File: src/logic/ipv4_pkg.sv
package ipv4_pkg;

  typedef logic [31:0] ipv4_t;
  typedef logic [47:0] mac_addr_t;
  typedef logic [15:0] length_t;

  // Known protocols only, other codes are carried as raw values
  typedef enum logic [7:0] {
    PROTO_ICMP = 8'd1,
    PROTO_TCP  = 8'd6,
    PROTO_UDP  = 8'd17
  } proto_t;

  localparam int        IPV4_HDR_LEN   = 20;  // Bytes, no options
  localparam logic [3:0] IPV4_VER      = 4'd4;
  localparam logic [3:0] IPV4_IHL      = 4'd5; // Words
  localparam logic [7:0] IPV4_TTL      = 8'd64;
  localparam logic [7:0] IPV4_FLAGS_DF = 8'h40;
  localparam ipv4_t     IPV4_BROADCAST = 32'hFFFF_FFFF;
  localparam logic [15:0] ETHERTYPE_IPV4 = 16'h0800;

  localparam int N_CLIENT = 3; // Transmit clients on the arbiter

  typedef enum logic [1:0] {
    RX_IDLE,
    RX_HEADER,
    RX_PAYLOAD,
    RX_DROP
  } rx_state_t;

  typedef enum logic [2:0] {
    TX_IDLE,
    TX_CALC,
    TX_ARP,
    TX_HEADER,
    TX_PAYLOAD
  } tx_state_t;

endpackage
File: src/logic/ipv4_tx_if.sv
interface ipv4_tx_if import ipv4_pkg::*; ();

  logic [7:0] dat;
  logic       val;
  logic       eof;
  logic       rdy;          // Selected client has a packet
  ipv4_t      dst_ip;
  proto_t     proto;
  length_t    payload_len;
  logic       broadcast;
  logic       req;          // Start payload stream
  logic       done;         // Packet sent or aborted

  // Arbiter side
  modport src (output dat, val, eof, rdy, dst_ip, proto, payload_len, broadcast,
               input  req, done);

  // Transmitter side
  modport snk (input  dat, val, eof, rdy, dst_ip, proto, payload_len, broadcast,
               output req, done);

endinterface

File: src/logic/ipv4_layer_top.sv
module ipv4_layer_top import ipv4_pkg::*; (
  input  logic                         clk,
  input  logic                         fsm_rst,
  // MAC receive
  input  logic    [7:0]                mac_rx_dat,
  input  logic                         mac_rx_val,
  input  logic                         mac_rx_sof,
  input  logic                         mac_rx_eof,
  input  logic                         mac_rx_err,
  input  logic    [15:0]               mac_rx_ethertype,
  input  ipv4_t                        dev_ipv4,
  // Received payload
  output logic    [7:0]                rx_dat,
  output logic                         rx_val,
  output logic                         rx_sof,
  output logic                         rx_eof,
  output logic                         rx_err,
  output ipv4_t                        rx_src_ip,
  output proto_t                       rx_proto,
  output length_t                      rx_payload_len,
  // Transmit clients
  input  logic    [N_CLIENT-1:0]       cl_rdy,
  input  logic    [N_CLIENT-1:0][7:0]  cl_dat,
  input  logic    [N_CLIENT-1:0]       cl_val,
  input  logic    [N_CLIENT-1:0]       cl_eof,
  input  ipv4_t   [N_CLIENT-1:0]       cl_dst_ip,
  input  proto_t  [N_CLIENT-1:0]       cl_proto,
  input  length_t [N_CLIENT-1:0]       cl_payload_len,
  input  logic    [N_CLIENT-1:0]       cl_broadcast,
  output logic    [N_CLIENT-1:0]       cl_req,
  output logic    [N_CLIENT-1:0]       cl_done,
  // ARP table
  output ipv4_t                        arp_ipv4_req,
  input  mac_addr_t                    arp_mac_rsp,
  input  logic                         arp_val,
  input  logic                         arp_err,
  // MAC transmit
  output logic    [7:0]                mac_tx_dat,
  output logic                         mac_tx_val,
  output logic                         mac_tx_sof,
  output logic                         mac_tx_eof,
  output mac_addr_t                    mac_tx_dst_mac
);

  ipv4_tx_if tx_bus ();

  ipv4_rx u_rx (
    .clk              (clk),
    .fsm_rst          (fsm_rst),
    .dev_ipv4         (dev_ipv4),
    .mac_rx_dat       (mac_rx_dat),
    .mac_rx_val       (mac_rx_val),
    .mac_rx_sof       (mac_rx_sof),
    .mac_rx_eof       (mac_rx_eof),
    .mac_rx_err       (mac_rx_err),
    .mac_rx_ethertype (mac_rx_ethertype),
    .rx_dat           (rx_dat),
    .rx_val           (rx_val),
    .rx_sof           (rx_sof),
    .rx_eof           (rx_eof),
    .rx_err           (rx_err),
    .rx_src_ip        (rx_src_ip),
    .rx_proto         (rx_proto),
    .rx_payload_len   (rx_payload_len)
  );

  ipv4_tx_arb u_arb (
    .clk            (clk),
    .fsm_rst        (fsm_rst),
    .cl_rdy         (cl_rdy),
    .cl_dat         (cl_dat),
    .cl_val         (cl_val),
    .cl_eof         (cl_eof),
    .cl_dst_ip      (cl_dst_ip),
    .cl_proto       (cl_proto),
    .cl_payload_len (cl_payload_len),
    .cl_broadcast   (cl_broadcast),
    .cl_req         (cl_req),
    .cl_done        (cl_done),
    .tx             (tx_bus)
  );

  ipv4_tx u_tx (
    .clk            (clk),
    .fsm_rst        (fsm_rst),
    .dev_ipv4       (dev_ipv4),
    .tx             (tx_bus),
    .arp_ipv4_req   (arp_ipv4_req),
    .arp_mac_rsp    (arp_mac_rsp),
    .arp_val        (arp_val),
    .arp_err        (arp_err),
    .mac_tx_dat     (mac_tx_dat),
    .mac_tx_val     (mac_tx_val),
    .mac_tx_sof     (mac_tx_sof),
    .mac_tx_eof     (mac_tx_eof),
    .mac_tx_dst_mac (mac_tx_dst_mac)
  );

endmodule

File: src/logic/ipv4_tx_arb.sv
module ipv4_tx_arb import ipv4_pkg::*; (
  input  logic                         clk,
  input  logic                         fsm_rst,
  input  logic    [N_CLIENT-1:0]       cl_rdy,
  input  logic    [N_CLIENT-1:0][7:0]  cl_dat,
  input  logic    [N_CLIENT-1:0]       cl_val,
  input  logic    [N_CLIENT-1:0]       cl_eof,
  input  ipv4_t   [N_CLIENT-1:0]       cl_dst_ip,
  input  proto_t  [N_CLIENT-1:0]       cl_proto,
  input  length_t [N_CLIENT-1:0]       cl_payload_len,
  input  logic    [N_CLIENT-1:0]       cl_broadcast,
  output logic    [N_CLIENT-1:0]       cl_req,
  output logic    [N_CLIENT-1:0]       cl_done,
  ipv4_tx_if.src                       tx
);

  logic [N_CLIENT-1:0] sel;   // One-hot owner of the transmitter
  logic [N_CLIENT-1:0] pick;
  logic       busy;
  logic       cool;           // Client may still show rdy right after done
  logic [7:0] mux_dat;
  ipv4_t      mux_dst;
  proto_t     mux_proto;
  length_t    mux_len;
  logic       mux_bcast;

  assign busy    = |sel;
  assign cl_req  = sel & {N_CLIENT{tx.req}};
  assign cl_done = sel & {N_CLIENT{tx.done}};

  // Highest index wins
  always_comb begin
    pick = '0;
    for (int i = 0; i < N_CLIENT; i++) begin
      if (cl_rdy[i]) begin
        pick    = '0;
        pick[i] = 1'b1;
      end
    end
  end

  always_comb begin
    mux_dat   = '0;
    mux_dst   = '0;
    mux_proto = proto_t'(8'h00);
    mux_len   = '0;
    mux_bcast = 1'b0;
    for (int i = 0; i < N_CLIENT; i++) begin
      if (sel[i]) begin
        mux_dat   = cl_dat[i];
        mux_dst   = cl_dst_ip[i];
        mux_proto = cl_proto[i];
        mux_len   = cl_payload_len[i];
        mux_bcast = cl_broadcast[i];
      end
    end
  end

  always_ff @(posedge clk) begin
    if (fsm_rst) begin
      sel    <= '0;
      cool   <= 1'b0;
      tx.rdy <= 1'b0;
      tx.val <= 1'b0;
      tx.eof <= 1'b0;
    end else begin
      cool <= tx.done;
      if (tx.done) sel <= '0;
      else if (!busy && !cool) sel <= pick;
      tx.rdy <= |(sel & cl_rdy) && !tx.done;
      tx.val <= |(sel & cl_val);
      tx.eof <= |(sel & cl_val & cl_eof);
    end
  end

  // Payload and fields through one register stage
  always_ff @(posedge clk) begin
    tx.dat         <= mux_dat;
    tx.dst_ip      <= mux_dst;
    tx.proto       <= mux_proto;
    tx.payload_len <= mux_len;
    tx.broadcast   <= mux_bcast;
  end

  assert property (@(posedge clk) disable iff (fsm_rst) $onehot0(sel));

endmodule

File: src/logic/ipv4_tx.sv
module ipv4_tx import ipv4_pkg::*; (
  input  logic       clk,
  input  logic       fsm_rst,
  input  ipv4_t      dev_ipv4,
  ipv4_tx_if.snk     tx,
  output ipv4_t      arp_ipv4_req,   // Non-zero only while a lookup is pending
  input  mac_addr_t  arp_mac_rsp,
  input  logic       arp_val,
  input  logic       arp_err,
  output logic [7:0] mac_tx_dat,
  output logic       mac_tx_val,
  output logic       mac_tx_sof,
  output logic       mac_tx_eof,
  output mac_addr_t  mac_tx_dst_mac
);

  tx_state_t state;

  logic [IPV4_HDR_LEN-1:0][7:0] hdr;  // Next byte out is hdr[19]
  logic [4:0]  cnt;
  logic [15:0] id;
  logic [15:0] chk_sum;
  logic        bcast;
  logic        load;

  // Hold off while our own done is out, rdy lags it by a cycle
  assign load = (state == TX_IDLE) && tx.rdy && !tx.done;

  ipv4_chsum u_chsum (
    .clk      (clk),
    .fsm_rst  (fsm_rst),
    .clear    (state == TX_IDLE),
    .byte_val (state == TX_CALC),
    .dat      (hdr[IPV4_HDR_LEN-1]),
    .sum      (chk_sum)
  );

  always_ff @(posedge clk) begin
    if (fsm_rst) begin
      state        <= TX_IDLE;
      cnt          <= '0;
      id           <= '0;
      bcast        <= 1'b0;
      arp_ipv4_req <= '0;
      tx.req       <= 1'b0;
      tx.done      <= 1'b0;
      mac_tx_val   <= 1'b0;
      mac_tx_sof   <= 1'b0;
      mac_tx_eof   <= 1'b0;
    end else begin
      tx.req     <= 1'b0;
      tx.done    <= 1'b0;
      mac_tx_val <= 1'b0;
      mac_tx_sof <= 1'b0;
      mac_tx_eof <= 1'b0;
      case (state)
        TX_IDLE: begin
          if (load) begin
            bcast <= tx.broadcast;
            cnt   <= '0;
            state <= TX_CALC;
          end
        end
        TX_CALC: begin
          cnt <= cnt + 5'd1;
          if (cnt == 5'(IPV4_HDR_LEN - 1)) begin
            cnt          <= '0;
            state        <= TX_ARP;
            arp_ipv4_req <= bcast ? '0 : tx.dst_ip;
          end
        end
        TX_ARP: begin
          if (bcast || arp_val) begin
            arp_ipv4_req <= '0;
            state        <= TX_HEADER;
          end else if (arp_err) begin
            // No MAC for this address, drop the packet
            arp_ipv4_req <= '0;
            tx.done      <= 1'b1;
            state        <= TX_IDLE;
          end
        end
        TX_HEADER: begin
          mac_tx_val <= 1'b1;
          mac_tx_sof <= (cnt == 5'd0);
          tx.req     <= (cnt == 5'(IPV4_HDR_LEN - 2)); // Payload lands after the last header byte
          cnt        <= cnt + 5'd1;
          if (cnt == 5'(IPV4_HDR_LEN - 1)) state <= TX_PAYLOAD;
        end
        TX_PAYLOAD: begin
          if (mac_tx_eof) begin
            tx.done <= 1'b1;
            id      <= id + 16'd1;   // Only frames that went out
            state   <= TX_IDLE;
          end else begin
            mac_tx_val <= tx.val;
            mac_tx_eof <= tx.val && tx.eof;
          end
        end
        default: state <= TX_IDLE;
      endcase
    end
  end

  always_ff @(posedge clk) begin
    case (state)
      TX_IDLE: begin
        if (load) begin
          hdr <= {IPV4_VER, IPV4_IHL, 8'h00,
                  tx.payload_len + length_t'(IPV4_HDR_LEN), id,
                  IPV4_FLAGS_DF, 8'h00, IPV4_TTL, tx.proto,
                  16'h0000, dev_ipv4, tx.dst_ip};
        end
      end
      // Rotate so the header is back in order after 20 bytes
      TX_CALC: hdr <= {hdr[IPV4_HDR_LEN-2:0], hdr[IPV4_HDR_LEN-1]};
      TX_ARP: begin
        hdr[9:8] <= ~chk_sum;
        if (bcast) mac_tx_dst_mac <= '1;
        else if (arp_val) mac_tx_dst_mac <= arp_mac_rsp;
      end
      TX_HEADER: hdr <= {hdr[IPV4_HDR_LEN-2:0], 8'h00};
      default: ;
    endcase
    mac_tx_dat <= (state == TX_HEADER) ? hdr[IPV4_HDR_LEN-1] : tx.dat;
  end

  // Output is registered, so this also covers the cycle after leaving payload
  assert property (@(posedge clk) disable iff (fsm_rst)
    (state inside {TX_IDLE, TX_CALC, TX_ARP}) |-> !mac_tx_val);

endmodule

File: src/logic/ipv4_rx.sv
module ipv4_rx import ipv4_pkg::*; (
  input  logic        clk,
  input  logic        fsm_rst,
  input  ipv4_t       dev_ipv4,
  input  logic [7:0]  mac_rx_dat,
  input  logic        mac_rx_val,
  input  logic        mac_rx_sof,
  input  logic        mac_rx_eof,
  input  logic        mac_rx_err,
  input  logic [15:0] mac_rx_ethertype,
  output logic [7:0]  rx_dat,
  output logic        rx_val,
  output logic        rx_sof,
  output logic        rx_eof,
  output logic        rx_err,
  output ipv4_t       rx_src_ip,
  output proto_t      rx_proto,
  output length_t     rx_payload_len
);

  rx_state_t state;
  rx_state_t pay_next;

  logic [IPV4_HDR_LEN-1:0][7:0] hdr;  // First byte ends up in hdr[19]
  logic [4:0]  hdr_cnt;
  logic [15:0] chk_sum;
  length_t     tot_len, new_len, rem, cur_rem, cur_len;
  ipv4_t       dst_ip;
  logic        start, hdr_full, hdr_take, hdr_ok, accept, in_pay, take, last;

  assign start    = mac_rx_val && mac_rx_sof;
  assign hdr_full = (state == RX_HEADER) && (hdr_cnt == 5'(IPV4_HDR_LEN));
  assign hdr_take = mac_rx_val && (start || ((state == RX_HEADER) && !hdr_full));

  assign tot_len = hdr[17:16];
  assign new_len = tot_len - length_t'(IPV4_HDR_LEN);
  assign dst_ip  = hdr[3:0];

  // Checksum result is ready in the cycle after byte 20
  assign hdr_ok = (hdr[19] == {IPV4_VER, IPV4_IHL}) &&
                  (chk_sum == 16'hFFFF) &&
                  (tot_len > length_t'(IPV4_HDR_LEN)) &&
                  ((dst_ip == dev_ipv4) || (dst_ip == IPV4_BROADCAST));

  assign accept  = hdr_full && hdr_ok;
  assign in_pay  = accept || (state == RX_PAYLOAD);
  assign take    = in_pay && mac_rx_val && !mac_rx_err;
  assign cur_rem = accept ? new_len : rem;
  assign cur_len = accept ? new_len : rx_payload_len;
  assign last    = take && (cur_rem == 16'd1);

  always_comb begin
    if (mac_rx_eof) pay_next = RX_IDLE;
    else if (mac_rx_err || last) pay_next = RX_DROP;  // Skip padding or the broken rest
    else pay_next = RX_PAYLOAD;
  end

  ipv4_chsum u_chsum (
    .clk      (clk),
    .fsm_rst  (fsm_rst),
    .clear    (start),
    .byte_val (hdr_take),
    .dat      (mac_rx_dat),
    .sum      (chk_sum)
  );

  always_ff @(posedge clk) begin
    if (fsm_rst) begin
      state   <= RX_IDLE;
      hdr_cnt <= '0;
    end else if (start) begin
      hdr_cnt <= 5'd1;
      state   <= (mac_rx_ethertype == ETHERTYPE_IPV4) ? RX_HEADER : RX_DROP;
    end else begin
      case (state)
        RX_HEADER: begin
          if (hdr_take) hdr_cnt <= hdr_cnt + 5'd1;
          if (hdr_full && !hdr_ok) state <= mac_rx_eof ? RX_IDLE : RX_DROP;
          else if (hdr_full) state <= pay_next;
          else if (mac_rx_eof) state <= RX_IDLE; // Runt frame
        end
        RX_PAYLOAD: state <= pay_next;
        RX_DROP: if (mac_rx_eof) state <= RX_IDLE;
        default: ;
      endcase
    end
  end

  always_ff @(posedge clk) begin
    rx_dat <= mac_rx_dat;
    if (hdr_take) hdr <= {hdr[IPV4_HDR_LEN-2:0], mac_rx_dat};
    if (accept) begin
      rx_src_ip      <= hdr[7:4];
      rx_proto       <= proto_t'(hdr[10]);
      rx_payload_len <= new_len;
    end
    if (take) rem <= cur_rem - 16'd1;
    else if (accept) rem <= new_len;
  end

  always_ff @(posedge clk) begin
    if (fsm_rst) begin
      rx_val <= 1'b0;
      rx_sof <= 1'b0;
      rx_eof <= 1'b0;
      rx_err <= 1'b0;
    end else begin
      rx_val <= take;
      rx_sof <= take && (cur_rem == cur_len);
      rx_eof <= last;
      rx_err <= in_pay && mac_rx_err;
    end
  end

  assert property (@(posedge clk) disable iff (fsm_rst) rx_sof |-> rx_val);

endmodule

File: src/logic/ipv4_chsum.sv
module ipv4_chsum (
  input  logic        clk,
  input  logic        fsm_rst,
  input  logic        clear,     // Restart the sum, a byte in the same cycle is the first one
  input  logic        byte_val,
  input  logic [7:0]  dat,
  output logic [15:0] sum
);

  logic [15:0] acc;
  logic [7:0]  hi;      // High byte of the pending word
  logic        odd;     // High byte held, waiting for low byte
  logic [16:0] add;

  assign add = {1'b0, acc} + {1'b0, hi, dat};
  assign sum = acc;

  always_ff @(posedge clk) begin
    if (fsm_rst) begin
      acc <= '0;
      odd <= 1'b0;
    end else if (clear) begin
      acc <= '0;
      odd <= byte_val;
    end else if (byte_val) begin
      odd <= !odd;
      if (odd) acc <= add[15:0] + {15'd0, add[16]}; // End-around carry
    end
  end

  always_ff @(posedge clk) begin
    if (byte_val && (clear || !odd)) hi <= dat;
  end

endmodule

File: config.mk
export PLATFORM = sky130hd
export DESIGN_NAME = ipv4_layer_top
export DESIGN_NICKNAME = d
export VERILOG_FILES = /design/src/logic/ipv4_pkg.sv /design/src/logic/ipv4_tx_if.sv /design/src/logic/ipv4_layer_top.sv /design/src/logic/ipv4_tx_arb.sv /design/src/logic/ipv4_tx.sv /design/src/logic/ipv4_rx.sv /design/src/logic/ipv4_chsum.sv
export SDC_FILE = /design/constraint.sdc
export NUM_CORES = 1
export LEC_CHECK = 0
export BUFFER_PORTS_ARGS = -buffer_cell sky130_fd_sc_hd__buf_2
export CAP_MARGIN = 10
export CORE_UTILIZATION = 51
export DETAILED_ROUTE_END_ITERATION = 8
export PLACE_DENSITY = 0.74
export SKIP_CTS_REPAIR_TIMING = 1
export SYNTH_ARGS = -nofsm -noshare
export SYNTH_HDL_FRONTEND = slang
export SYNTH_SLANG_ARGS = --single-unit
File: constraint.sdc
create_clock -name clk -period 5.8 [get_ports clk]
set_input_delay 0.87 -clock clk [delete_from_list [all_inputs] [get_ports clk]]
set_output_delay 0.87 -clock clk [all_outputs]
set_load 0.01 [all_outputs]
==> metrics.md <==
| Metric | Value |
|---|---|
| Status | `complete, no violations` |
| Area of the multi-input gates | `0.00912 sq mm` |
| Period minus WS final | `4.45 ns` |
| Count of final max-slew check failures | `0` |
| Slowest stage delay, CP | `0.54 ns` |
| CP Cell Sequence | `ha_1 > o21a_1 > o21a_1 > nor2_1 > o311ai_0 > a211oi_1 > o21ba_2 > nor2b_1 > o21ai_0 > nand2b_1 > ha_1 > ha_1 > nand2_1 > nor2_1 > nand3_2 > or3b_1 > xor2_1 > a211oi_2` |
| FP Rows | `83` |
| Global-route wire length before repair | `104 mm` |
| Slew @ Worst Pin | `1.30 ns` |
| CP Capture Type | `register` |
| Crit path launch type | `register` |
| CTS Sinks | `651` |
| Fmax | `225 MHz` |
| Critical path class | `reg2reg` |
| CTS Buffer Depth | `3` |
| Leak | `0.0129 uW` |
| Area of all sequential standard cells | `0.0173 sq mm` |
| Layout cells sized above 1 | `24.5%` |
| Vias in the first global route | `18,800` |
| Die H | `231 um` |
| Final hold slack | `0.409 ns` |
| Port-buffer cells | `480` |
| Drt pass-1 iters | `5` |
| Slew headroom | `12.4%` |
| Post-Syn Area per Cell | `11.5 sq um` |
| Die width | `231 um` |
| Total number of yosys warnings | `0` |
| R2R Setup Slk | `1.35 ns` |
| Grt total ovfl | `0` |
| Post-synthesis cell count | `2,343` |
| Gpl congestion | `0.984` |
| Share of flip-flops with an asynchronous set or reset | `0%` |
| Root buffer cell | `clkbuf_16` |
| Die area | `0.0536 sq mm` |
| Setup TNS | `0 ns` |
| H-tree depth | `3` |
| Unrepaired setup endpoints after global routing | `no` |
| Seq/Total Area, Yosys | `64.4%` |
| Final net count | `3,166` |
| Skew final | `0.0272 ns` |
| Worst setup margin | `1.35 ns` |
| Total track usage | `25.4%` |
| Period utilization | `76.8%` |
| TritonCTS Buffers | `67` |
| DRT Wirelength | `69.3 mm` |
| Critical Path Fanout Max | `5` |
| Critical Path AT | `4.96 ns` |
| Number of flops mapped to enable cells by yosys | `424` |
| Final-report hold violation count | `0` |
| CP most frequent cell | `ha_1` |
| Critical-path top delay cell | `edfxtp_1` |
| Pre-CTS setup slack | `0.871 ns` |
| Synth top area cells | `edfxtp_1 47%, dfxtp_1 17%, nand2_1 6.7%, xor2_1 3.7%, o21ai_0 2.4%` |
| Post-synth net total | `2,708` |
| Largest area contributor in the netlist | `edfxtp_1` |
| Netlist cell types | `75` |
| I/O Pins | `481` |
| Most used DFF post-synth | `edfxtp_1` |
| Insertion delay to the later sink of the worst-skew pair | `0.60 ns` |
| Post-DRT Antenna Nets | `0` |
| Max-Cap Viols | `0` |
| Power Density | `409 mW/mm^2` |
| Vias per cell | `5.48` |
| Top cell type's share of synthesized area | `47.4%` |
| Starting DRT DRC Count | `1,506` |
| Netlist area before placement | `0.0268 sq mm` |
| Core area | `0.0516 sq mm` |
| Clock-pin slew on the worst setup and hold paths | `0.06 ns` |
| DR vias | `19,400` |
| Peak VDD IR | `0.313 mV` |
| #FFs+latches synth | `651` |
| Worst EP required | `6.30 ns` |
| Largest net degree at the start of global routing | `138` |
| Count of final setup violators | `0` |
| Wirelength per Cell | `19.5 um` |
| Dpl hpwl | `50.3 mm` |
| CTS tree | `done` |
| Met3 usage | `3.84%` |
| DRC Markers | `0` |
| Global route hottest layer | `met2` |
| Area Growth Syn to Fin | `19.7%` |
| Met2 Usage GRT | `40.5%` |
| Fill cells | `4,066` |
| Met1 usage | `35.0%` |
| Type of the most critical hold path | `reg2reg` |
| Antenna violations before repair | `8` |
| Starting Density | `52.0%` |
## cell usage after synthesis (3+ instances only)
master,instances
a21boi_0,4
mux2_2,12
nor3_1,27
nand3b_1,11
a21oi_1,75
and4_1,4
nand2_1,480
a31oi_1,4
nor2_1,136
nand2b_1,8
a21o_1,11
mux2i_1,14
nor2b_1,15
or2_2,53
a22oi_1,67
nor4_1,27
a31o_2,4
o21ai_0,130
nand3_1,62
xor2_1,112
o21bai_1,3
ha_1,47
nand4_1,27
xnor2_1,56
and3_1,50
inv_1,24
dfxtp_1,227
buf_2,3
edfxtp_1,424
nor3b_1,7
o21a_1,5
a211oi_1,32
buf_1,7
clkbuf_1,100
a41oi_1,3
or3_1,10
and2_1,13
## metrics by stage
step | instances | total power [uW] | area (sq um) | util [%]
2_1_floorplan | 2343 | 8060 | 26800 | -
3_3_place_gp | 3411 | 8840 | 29900 | 57.9
3_5_place_dp | 3411 | 8910 | 29900 | 57.9
4_1_cts | 3535 | 13200 | 32100 | 62.2
5_1_grt | 3541 | 13700 | 32100 | 62.2
6_report | 3543 | 13100 | 32100 | 62.3
## cells in the final DEF (no fill, tap or decap), drive strengths merged, types with 8 or more instances in the layout
cell type  count
xor2         112
dfxtp        227
or3           11
nor4          27
a21oi         75
edfxtp       424
nand2        480
nor3          27
xnor2         56
mux2          12
clkinv        18
o21ai        133
a22oi         67
a21o          11
inv           30
or2           53
nor2         136
nand3         63
and3          51
buf          499
a211oi        34
and2          13
ha            47
nor2b         15
clkbuf        94
nand2b         8
nand4         27
nand3b        11
mux2i         14
## per-layer routing
metal  vias up  wire length [um]
li1       9240                 -
met1      9272             30100
met2       740             32700
met3       145              4010
met4         2              2400
met5         -                10
## registers in the layout (all words and copies together) (netlist names), 32 cells and up
| register | count |
|---|---|
| u_rx.hdr | 128 |
| u_tx.arp_ipv4_req | 32 |
| u_rx.rx_src_ip | 32 |
| u_rx.dst_ip | 32 |
| u_arb.tx.dst_ip | 32 |
| u_tx.hdr | 160 |
| u_tx.mac_tx_dst_mac | 48 |
## where the power goes
part / switching, uW / total (uW) / leakage (uW) / internal (uW)
registers: 445 / 6580 / 0.00585 / 6140
logic: 1530 / 2260 / 0.00595 / 730
clock network: 1810 / 4300 / 0.00108 / 2500
total: 3780 / 13100 / 0.0129 / 9360
## cells by family after synthesis
group           Yosys count  synth area share, %
simple gates            949                 16.3
buf+inv                 135                 1.91
flops                   651                 64.4
fa+ha+maj                49                 2.34
xor+xnor                169                 5.57
compound gates          364                 8.50
mux                      26                 1.03
## final timing paths
kind	from	end	cells past startpoint
setup / recovery	u_tx.hdr[159]	u_tx.u_chsum.sum[14]	18
setup reg to reg	u_tx.hdr[159]	u_tx.u_chsum.sum[14]	18
hold reg to reg	u_rx.hdr[99]	u_rx.hdr[107]	0
hold / removal	u_rx.hdr[99]	u_rx.hdr[107]	0
## cell type report
cell class,count,area share [%]
sequential,651,53.8
multi-input combinational,1557,28.4
timing repair buffer,500,7.98
clock buffer,93,5.91
tap,680,2.65
clock inverter,31,0.950
inverter,24,0.280
antenna,7,0.0545
## critical path, delay by kind of cell (launching register included)
kind / cells / cell delay [ns]
XOR/XNOR: 1 / 0.16
AND/OR/NAND/NOR: 7 / 1.27
AO/OA/AOI/OAI: 7 / 1.55
flip-flops: 1 / 0.54
adder cells (fa/ha/maj): 3 / 0.84
Power figures use the tool's default switching activity.
